## config.mk

```make
export PLATFORM = sky130hd
export DESIGN_NAME = atop_resolver
export DESIGN_NICKNAME = d
export VERILOG_FILES = /design/src/common/mem_tile_pkg.sv /design/src/atop/atop_resolver.sv
export SDC_FILE = /design/constraint.sdc
export NUM_CORES = 1
export LEC_CHECK = 0
export ABC_AREA = 1
export BUFFER_PORTS_ARGS = -buffer_cell sky130_fd_sc_hd__buf_2
export CAP_MARGIN = 20
export CORE_ASPECT_RATIO = 0.7
export CORE_MARGIN = 2
export CORE_UTILIZATION = 45
export CTS_CLUSTER_SIZE = 20
export DETAILED_ROUTE_END_ITERATION = 8
export PLACE_DENSITY_LB_ADDON = 0.2
export SYNTH_ARGS = -nofsm -noshare
export SYNTH_HDL_FRONTEND = slang
export SYNTH_SLANG_ARGS = --single-unit
```

## constraint.sdc

```tcl
create_clock -name clk_i -period 11.8 [get_ports clk_i]
set_input_delay 0 -clock clk_i [delete_from_list [all_inputs] [get_ports clk_i]]
set_output_delay 0 -clock clk_i [all_outputs]
set_load 0.02 [all_outputs]
```

## src/common/mem_tile_pkg.sv

```systemverilog
/*
 * Memory tile shared definitions
 * Widths, request opcodes and the request/response structs used
 * between the atomic resolver, the register cut and the SRAM banks
 */

package mem_tile_pkg;

  // Byte address and word widths
  localparam int unsigned AddrWidth       = 16;
  localparam int unsigned DataWidth       = 64;

  // One bank lane per 32 bits of the word
  localparam int unsigned BankDataWidth   = 32;
  localparam int unsigned NumBanksPerWord = DataWidth / BankDataWidth;

  // Atomics work on one 32-bit lane, picked by address bit 2
  localparam int unsigned AmoWidth        = 32;

  typedef enum logic [2:0] {
    MEM_READ,
    MEM_WRITE,
    AMO_SWAP,
    AMO_ADD,
    AMO_AND,
    AMO_OR,
    AMO_MAXU,
    AMO_MINU
  } mem_op_e;

  typedef struct packed {
    mem_op_e                  op;
    logic [AddrWidth-1:0]     addr;
    logic [DataWidth-1:0]     wdata;
    logic [DataWidth/8-1:0]   be;
  } mem_req_t;

  typedef struct packed {
    logic                     we;
    logic [AddrWidth-1:0]     addr;
    logic [DataWidth-1:0]     wdata;
    logic [DataWidth/8-1:0]   be;
  } sram_req_t;

  typedef struct packed {
    logic [DataWidth-1:0]     rdata;
  } mem_rsp_t;

endpackage

```

## src/atop/atop_resolver.sv

```systemverilog
/*
 * Atomic operation resolver
 * Passes plain reads and writes straight on and turns atomics into a
 * read followed by a write, with a single response for the pair
 */

`timescale 1ns/10ps

module atop_resolver
  import mem_tile_pkg::*;
#(
  parameter int unsigned MaxOutstanding = 4
) (
  input  logic      clk_i,
  input  logic      rst_n_i,
  input  logic      req_valid_i,
  input  mem_req_t  req_i,
  output logic      gnt_o,
  output logic      rsp_valid_o,
  output mem_rsp_t  rsp_o,
  output logic      cut_req_valid_o,
  output sram_req_t cut_req_o,
  input  logic      cut_gnt_i,
  input  logic      cut_rsp_valid_i,
  input  mem_rsp_t  cut_rsp_i
);

  localparam int unsigned CntWidth     = $clog2(MaxOutstanding + 1);
  localparam int unsigned LaneBit      = $clog2(AmoWidth / 8);
  localparam int unsigned LaneIdxWidth = $clog2(DataWidth / AmoWidth);

  typedef enum logic [2:0] {
    IDLE,
    AMO_DRAIN,
    AMO_READ,
    AMO_WAIT_READ,
    AMO_WRITE,
    AMO_WAIT_WRITE,
    AMO_RESP
  } state_e;

  state_e                  state_q, state_d;
  logic [CntWidth-1:0]     cnt_q;
  logic                    is_amo, room, plain_acc, plain_rsp;
  mem_req_t                amo_q;
  logic [AmoWidth-1:0]     old_q, operand, new_val;
  logic [LaneIdxWidth-1:0] lane;

  function automatic logic [AmoWidth-1:0] amo_calc(mem_op_e op, logic [AmoWidth-1:0] a,
                                                   logic [AmoWidth-1:0] b);
    case (op)
      AMO_SWAP: return b;
      AMO_ADD:  return a + b;
      AMO_AND:  return a & b;
      AMO_OR:   return a | b;
      AMO_MAXU: return (a > b) ? a : b;
      AMO_MINU: return (a < b) ? a : b;
      default:  return a;
    endcase
  endfunction

  assign is_amo  = (req_i.op != MEM_READ) && (req_i.op != MEM_WRITE);
  assign room    = cnt_q < CntWidth'(MaxOutstanding);
  assign lane    = amo_q.addr[LaneBit +: LaneIdxWidth];
  assign operand = amo_q.wdata[lane*AmoWidth +: AmoWidth];
  assign new_val = amo_calc(amo_q.op, old_q, operand);

  assign plain_acc = (state_q == IDLE) && cut_req_valid_o && cut_gnt_i;
  assign plain_rsp = cut_rsp_valid_i && ((state_q == IDLE) || (state_q == AMO_DRAIN));

  always_comb begin
    state_d         = state_q;
    gnt_o           = 1'b0;
    cut_req_valid_o = 1'b0;
    cut_req_o.we    = 1'b0;
    cut_req_o.addr  = amo_q.addr;
    cut_req_o.wdata = {(DataWidth/AmoWidth){new_val}};
    cut_req_o.be    = '0;
    rsp_valid_o     = plain_rsp;
    rsp_o           = cut_rsp_i;
    case (state_q)
      IDLE: begin
        if (req_valid_i && is_amo) begin
          state_d = AMO_DRAIN;
        end else begin
          gnt_o           = cut_gnt_i && room;
          cut_req_valid_o = req_valid_i && room;
          cut_req_o.we    = (req_i.op == MEM_WRITE);
          cut_req_o.addr  = req_i.addr;
          cut_req_o.wdata = req_i.wdata;
          cut_req_o.be    = req_i.be;
        end
      end
      AMO_DRAIN: begin
        // Grant only once every plain request has come back
        gnt_o = (cnt_q == '0);
        if (cnt_q == '0) state_d = AMO_READ;
      end
      AMO_READ: begin
        cut_req_valid_o = 1'b1;
        cut_req_o.be    = '1;
        if (cut_gnt_i) state_d = AMO_WAIT_READ;
      end
      AMO_WAIT_READ: begin
        if (cut_rsp_valid_i) state_d = AMO_WRITE;
      end
      AMO_WRITE: begin
        cut_req_valid_o = 1'b1;
        cut_req_o.we    = 1'b1;
        cut_req_o.be[lane*(AmoWidth/8) +: AmoWidth/8] = '1;
        if (cut_gnt_i) state_d = AMO_WAIT_WRITE;
      end
      AMO_WAIT_WRITE: begin
        if (cut_rsp_valid_i) state_d = AMO_RESP;
      end
      default: begin
        rsp_valid_o = 1'b1;
        rsp_o.rdata = '0;
        rsp_o.rdata[lane*AmoWidth +: AmoWidth] = old_q;
        state_d = IDLE;
      end
    endcase
  end

  always_ff @(posedge clk_i) begin
    if (!rst_n_i) begin
      state_q <= IDLE;
      cnt_q   <= '0;
    end else begin
      state_q <= state_d;
      cnt_q   <= cnt_q + CntWidth'(plain_acc) - CntWidth'(plain_rsp);
    end
  end

  // Atomic operands and the old lane value
  always_ff @(posedge clk_i) begin
    if (state_q == AMO_DRAIN && gnt_o) amo_q <= req_i;
    if (state_q == AMO_WAIT_READ && cut_rsp_valid_i) begin
      old_q <= cut_rsp_i.rdata[lane*AmoWidth +: AmoWidth];
    end
  end

endmodule

```

* Yosys cells after proc, flatten, opt, wreduce, memory -nomap -nowiden
Cells that the tools add are included.
Storage, ports and cells: register bits 121, input port bits 160, output and inout port bits 156, word-level logic and storage cells 79
Cells by class: $add $sub $neg 5, magnitude comparators 3, equal/unequal tests 19, shift operators 6, mux-type cells 20, bitwise operators 4, reduce and logical (&&, ||, !) cells 16
Operator list (count):
- $pmux W32 S6 | 1
- $shiftx A64 B7 Y32 | 2
- $mux W89 | 1
- $mux W80 | 1
- $and A64 B64 Y64 | 1
- $mux W32 | 2
- $mux W64 | 1
- $shift A32 B34 Y64 const A | 1
- $shiftx A32 B34 Y64 | 1
- $neg A3 Y34 | 1
- $neg A6 Y34 | 1
- $shift A4 B34 Y8 const A | 1
- $shiftx A4 B34 Y8 const A | 1
- $add A32 B32 Y32 | 1
- $and A32 B32 Y32 | 1
- $gt A32 B32 Y1 | 1
- $lt A32 B32 Y1 | 1
- $or A32 B32 Y32 | 1
- $pmux W8 S3 | 1
- $eq A3 B3 Y1 const B | 6
- $mux W3 | 6
- $pmux W3 S6 | 1
- $eq A3 B2 Y1 const B | 4
- $logic_and A1 B1 Y1 | 9
- 16 further kinds | 26

* Longest topological paths before layout
Gate-level depths: netlist of run 1.
depth after elaboration 9, mapped depth 24, depth with buffers taken out 21

* Worst setup path before layout of run 1
Ideal clock, no wire load.
path type register to output, start reg state_q[0], end out gnt_o, arrival time 9.334 ns, required time 11.800 ns, slack 2.466 ns, stages on the path, launching flop included 6, buffers on the path 0, cells stage by stage dfxtp_1 inv_1 nor2_1 nand2_1 nor4_1 a31o_2
On the way: longest elaborated chain between the ends 2, elaborated cells between the ends (all ways) 3, those cells by class 1 x eq/ne; 1 x mux; 1 x reduce/logical
Ends and longest elaborated chain:
- start: declaration | line atop_resolver.sv:42 | state_e state_q, state_d;
- start signal: assignment | line atop_resolver.sv:130 | state_q <= state_d;
- $eq A3 B1 Y1 or $logic_not A3 Y1 (tied branches) | line atop_resolver.sv:81 | case (state_q)
- $pmux W1 S2 (*) | line atop_resolver.sv:81
- end: declaration | line atop_resolver.sv:18 | output logic gnt_o,
Every way passes the cells marked *; elsewhere a longest branch is shown, timed or not.

==> results.md, run 1 <==
* Worst-path clk slew at about 0.060 ns
* Post-synthesis sequential area ratio at 0.307
* H-tree depth at 4
* CTS buffer count at 17
* Routability Congestion at between 1 and 1.5
* CTS tree: done
* First DRT Iteration DRCs at 1490
* Setup TNS at 0 ns
* Hold/Removal Path Class: input pin to register
* Clk buf depth at 2
* Drt total wl at roughly 50 mm
* Asr flop ratio synth at 0
* Status: completed
* DPL Wire Length at between 30 and 40 mm
* Yosys top cell area share at 0.297
* Initial core utilization at 0.455
* R2r startpoint: state_q[1]
* Grt ovf at 0
* Most used cell, CP: nand2_1
* Crit path kind: register to primary output
* Yosys top cell by area: edfxtp_1
* Reg2Reg Depth at 13
* Yosys reg bits at 121
* Worst Setup EP: cut_req_o[8]
* Worst EP arrival at approximately 5.7 ns
* Final period utilization at 0.485
* Worst path buffer plus inverter count at 6
* Top delay family on crit path: buffers and inverters
* Tmin final at 5.72 ns
* Synth top area cells: edfxtp_1, nand2_1, ha_1
* Max Fclk at approximately 170 MHz
* NumNets Final at ~2400
* Crit path largest cell delay at 0.60 ns
* Sink Count at roughly 120
* First-pass GRT wire length at around 76 mm
* Leakage power at 0.00755 uW
* Syn_nets at 1981
* Crit path launch type: register
* FF-to-FF End: cnt_q[2]
* Worst VDD drop at between 150 and 200 uV
* Vias at between 10000 and 15000
* Slew HR at 0.351
* Core area at 0.0256 mm^2
* Commonest cells after routing, fill and taps aside: nand2_1, buf_2, nor2_1
* Worst-Margin Slew at ~1 ns
* Commonest non-fill, non-tap cell in the layout: nand2_1
* Final slew viol count at 0
* Layout cell share with drive strength beyond 1 at 0.211
* Router iterations before antenna repair at 9
* Initial antenna violation count at 0
* Final hold vios at 0
* Chip Width at around 200 um
* Final ANT Viol Nets at 0
* Max-cap violations at 0
* # DRC at 0
* Final setup viols at 0
* Ports at 316
* Cells after synthesis at between 1500 and 2000
* Vias in the first global route at about 13000
* Mapped Avg Cell Area at roughly 6.8 um^2
* CP Depth at 18
* Crit path cell chain: inv_2, buf_4, or2_2, o21ai_0, ha_1, inv_2, a21o_1, a21oi_2, nand2_1, a21oi_4, buf_4, nand3_1, nand2_2, nand2_1, nand4_1, nand2_1, inv_1, buf_2
* Die H at ~140 um
* Worst Setup End Kind: primary output
* Top_reg_cell synth: edfxtp_1
* Layout Area Growth over Synthesis at 33.3%
* CP max-delay cell: ha_1
* Cell Rows at 49
* Area of the die at approximately 0.027 mm^2
* Post-synth EDFFs at roughly 120
* Via/cell ratio at approximately 5.7
* CP Max Fanout at 52
* Synth Cell Area at 0.0116 mm^2
* Ys Warns at 0
* Clock Tree Root: clkbuf_16
* CP required at 11.80 ns
* WL/cell at 20.2 um
* Setup repair bufs after CTS at 0
* RSZ-0062 raised after global routing: no
* Flop-to-flop setup slack at approximately 9.4 ns
* All-layer global routing usage at 0.367
* Critical Path Start: amo_q[74]
* Port buffer count at between 300 and 400
* Cell area power density at 205 mW/mm^2
* FILL cells at between 2000 and 2500
* Setup slack after placement at about 6.7 ns
* Distinct cell type count after synthesis at 52
* Final WS setup at 6.08 ns
* Largest net degree at the start of global routing at 85
* Setup Skew at 0.0105 ns
* Skew-Pair Late Insertion Delay at roughly 0.45 ns
* Power Total at 3180 uW
-- sequential cells by signal, summed over array words and instances (netlist names) --
signal	cells
cnt_q	3
old_q	32
state_q	3
amo_q	83
-- layout make-up --
cell class	instances	area [um^2]	area share
multi-input combinational	1331	7040	0.453
clock buffer	18	429	0.0277
timing repair buffer	482	3200	0.206
inverter	197	739	0.0477
sequential	121	3570	0.230
clock inverter	13	123	0.00790
antenna	1	2.50	0.000161
tap	331	414	0.0267
-- synthesized netlist by cell type, types with 5 or more instances --
library cell,n
nand2_1,397
nor2_1,236
inv_1,190
nand3_1,147
o21ai_0,138
a21oi_1,117
edfxtp_1,115
ha_1,98
or2_2,54
clkbuf_1,50
o31ai_1,33
nand4_1,22
nor3_1,16
nor2_2,11
buf_1,8
o22ai_1,8
dfxtp_1,6
inv_2,6
buf_4,5
o21a_1,5
-- worst register-to-register path: stages, from the launching register on --
cell     delay [ns]
dfxtp_1        0.39
inv_1          0.11
nor3_1         0.33
or2_2          0.19
inv_1          0.05
nand2_1        0.09
nand3_1        0.07
ha_1           0.28
inv_1          0.06
ha_1           0.13
inv_1          0.04
fa_1           0.37
xnor2_1        0.17
nor2_1         0.05
-- through the flow --
stage | instance area (um^2) | utilization | hold WS, ns | std cells
6_report | 15500 | 0.607 | 0.139 | 2494
5_1_grt | 15500 | 0.607 | 0.131 | 2493
4_1_cts | 15500 | 0.607 | 0.0957 | 2493
3_5_place_dp | 13500 | 0.527 | 0.191 | 2314
3_3_place_gp | 13500 | 0.527 | 0.188 | 2314
2_1_floorplan | 11600 | - | 0.0935 | 1721
-- layer usage --
layer / part of all wire / global-route usage
met1: 0.44 / 0.527
met2: 0.41 / 0.527
met3: 0.13 / 0.119
met4: 0.025 / 0.0989
met5: 0 / 0
-- worst min-delay path by stage --
stage                     startpoint    endpoint  slack (ns)  depth (start not counted)
after floorplan              rst_n_i    cnt_q[0]        0.09                          2
after detailed placement   req_i[12]   amo_q[12]        0.19                          1
after global placement     req_i[49]   amo_q[49]        0.19                          1
after global routing       cut_gnt_i  state_q[0]        0.13                          4
final                      cut_gnt_i  state_q[0]        0.14                          4
after CTS                  cut_gnt_i  state_q[0]         0.1                          4
-- report_power, final --
group          leakage (uW)  internal (uW)  switching, uW
Combinational       0.00619            626           1410
Clock              0.000260            290            227
Sequential          0.00110            581           45.9
Total               0.00755           1500           1680
-- kinds of logic after synthesis --
logic type | synth area share
flops | 0.307
compound gates | 0.154
buf+inv | 0.0909
xor+xnor | 0.00226
fa+ha+maj | 0.109
simple gates | 0.337
-- repair_timing --
item	4_1_cts	5_1_grt
gates resized for setup	0	0
hold buffers	148	0
hold endpoints to repair	121	0
(Power assumes the default switching activity.)
==> inputs of run 2 (changes only) <==
==> constraint.sdc (replaced) <==
create_clock -name clk_i -period 5.9 [get_ports clk_i]
set_input_delay 0 -clock clk_i [delete_from_list [all_inputs] [get_ports clk_i]]
set_output_delay 0 -clock clk_i [all_outputs]
set_load 0.02 [all_outputs]
==> results.md, run 2 (synthesis results as in run 1) <==
* Status: completed
* Max reg flops at 83 (unchanged)
* Commonest non-fill, non-tap cell in the layout: nand2_1
* Util after Layout at 0.607 (about the same)
* Initial core utilization at 0.455 (unchanged)
* Wl on met1 at 22.5 mm (+2.6%)
* Worst EP arrival at 5.23 ns (-0.49 ns)
* Die H at 139 um (unchanged)
* Crit path largest cell delay at 0.74 ns (+0.14 ns)
* Max Fclk at roughly 190 MHz
* Vias at 14100 (-0.38%)
* CP required at 5.90 ns (-5.90 ns)
* Area after DPL at 0.0135 mm^2 (about the same)
* Final ANT Viol Nets at 0 (unchanged)
* CP Max Fanout at 97 (+87%)
* All-layer global routing usage at 0.363 (-0.00345)
* Worst VDD drop at 478 uV (+170%)
* Layout Area Growth over Synthesis at 33.4% (about the same)
* Final setup viols at 0 (unchanged)
* Sink Count at 121 (unchanged)
* Flop-to-flop setup slack at 2.95 ns (-6.43 ns)
* Core area at 0.0256 mm^2 (unchanged)
* H-tree depth at 4 (unchanged)
* Max-cap violations at 0 (unchanged)
* # DRC at 0 (unchanged)
* Via/cell ratio at 5.64 (-0.30%)
* Biggest regs: amo_q: 83 flops, old_q: 32 flops
* Clock Tree Root: clkbuf_16
* Leakage power at 0.00755 uW (about the same)
* Worst-path clk slew at 0.06 ns (about the same)
* Cell area power density at 410 mW/mm^2 (+100%)
* Commonest cells after routing, fill and taps aside: nand2_1, buf_2, nor2_1
* Routability Congestion at 1.05 (-0.41%)
* Setup slack after placement at 1.34 ns (-5.34 ns)
* Setup TNS at 0 ns (unchanged)
* CTS tree: done
* Clk buf depth at 2 (unchanged)
* Dpl cells at 2311 (-0.13%)
* Router iterations before antenna repair at 6 (-3)
* Crit path cell chain: buf_4, o21ai_0, ha_1, nor2_1, nand3_1, nor2_2, and3_2, nand2_4, nand2_8, nand3_4, nand2_1, nor2_1, nor2_1, a21oi_1, buf_2
* Non-filler cells in the finished layout at 2492 (-0.080%)
* Area of the die at 0.0272 mm^2 (unchanged)
* Drt total wl at 50.2 mm (-0.15%)
* Crit path launch type: register
* Met2 Wirelength at 20.7 mm (-0.15%)
* Slew HR at 0.287 (-0.0645)
* Vias in the first global route at 13100 (-1.2%)
* NumNets Final at 2407 (-0.12%)
* Crit path kind: register to primary output
* RSZ-0062 raised after global routing: no
* Final slew viol count at 0 (unchanged)
* FILL cells at 2320 (+0.52%)
* Final period utilization at 0.886
* First-pass GRT wire length at 75.5 mm (-0.73%)
* Largest net degree at the start of global routing at 98 (+15%)
* Final hold vios at 0 (unchanged)
* Skew-Pair Late Insertion Delay at 0.45 ns (about the same)
* Chip Width at 196 um (unchanged)
* Met3 WL post-DR at 6.04 mm (-6.5%)
* Setup repair bufs after CTS at 0 (unchanged)
* Hold/Removal Path Class: input pin to register
* Largest Register: amo_q
* CTS buffer count at 17 (unchanged)
* CP max-delay cell: buf_4
* Ports at 316 (unchanged)
* Max layer used: met5
* Initial antenna violation count at 2 (+2)
* Final Instance Area at 0.0155 mm^2 (about the same)
* Grt ovf at 0 (unchanged)
* Setup Skew at 0.00933 ns (-0.00115 ns)
* DPL Wire Length at 37.3 mm (-1.2%)
* Most used cell, CP: nor2_1
* Final WS setup at 0.671 ns (-5.41 ns)
* Tmin final at roughly 5.2 ns
* First DRT Iteration DRCs at 1579 (+6.0%)
* Layout cell share with drive strength beyond 1 at 0.210 (-0.00119)
* Port buffer count at 315 (unchanged)
* WL/cell at 20.1 um (about the same)
* Worst-Margin Slew at 1.06 ns (+0.0901 ns)
* Cell Rows at 49 (unchanged)
* Worst Setup End Kind: primary output
-- run 2: changes by cell type in the layout (fill, tap and decap cells not counted), sizes merged --
cell      previous run  this run
clkinv               5         4
inv                200       203
clkinvlp             4         3
buf                334       331
-- run 2: area by class of cell --
type	count	area [um^2]	share of cell area
clock buffer	18	429	0.0276
clock inverter	14	138	0.00886
sequential	121	3570	0.230
inverter	197	739	0.0476
timing repair buffer	479	3190	0.205
multi-input combinational	1331	7040	0.454
antenna	1	2.50	0.000161
tap	331	414	0.0267
-- run 2: report_power, final --
group          total [uW]  switching, uW  leakage (uW)  internal [uW]
clock network        1040            451      0.000268            588
registers            1250           91.8       0.00110           1160
logic                4080           2830       0.00618           1250
-- run 2: stage by stage --
| stage | total power [uW] | hold WS, ns |
|---|---|---|
| floorplan | 3850 | 0.0935 |
| global placement | 5060 | 0.189 |
| detailed placement | 5080 | 0.192 |
| CTS | 6250 | 0.0995 |
| global route | 6750 | 0.176 |
| finish | 6380 | 0.129 |
-- run 2: metal layers --
layer	GRT usage	vias to the layer above
li1	-	6557
met1	0.535	6647
met2	0.526	775
met3	0.0946	71
met4	0.0937	2
met5	0	-
-- run 2: path summary, 6_finish.rpt --
check,end,startpoint,cells past startpoint
hold reg to reg,state_q[0],state_q[0],2
setup / recovery,cut_req_o[61],amo_q[74],15
hold / removal,state_q[0],cut_gnt_i,4
setup reg to reg,cnt_q[2],state_q[1],16
-- run 2: timing repair --
action                    in CTS  in global routing
gates resized for setup        0                  0
hold endpoints to repair     121                  0
hold buffers                 148                  0
-- run 2: critical path: cells and delay by family, from the launching register on --
family | cells | cell delay [ns]
compound gates | 2 | 0.66
flops | 1 | 0.37
simple gates | 10 | 2.24
fa+ha+maj | 1 | 0.52
buf+inv | 2 | 0.91
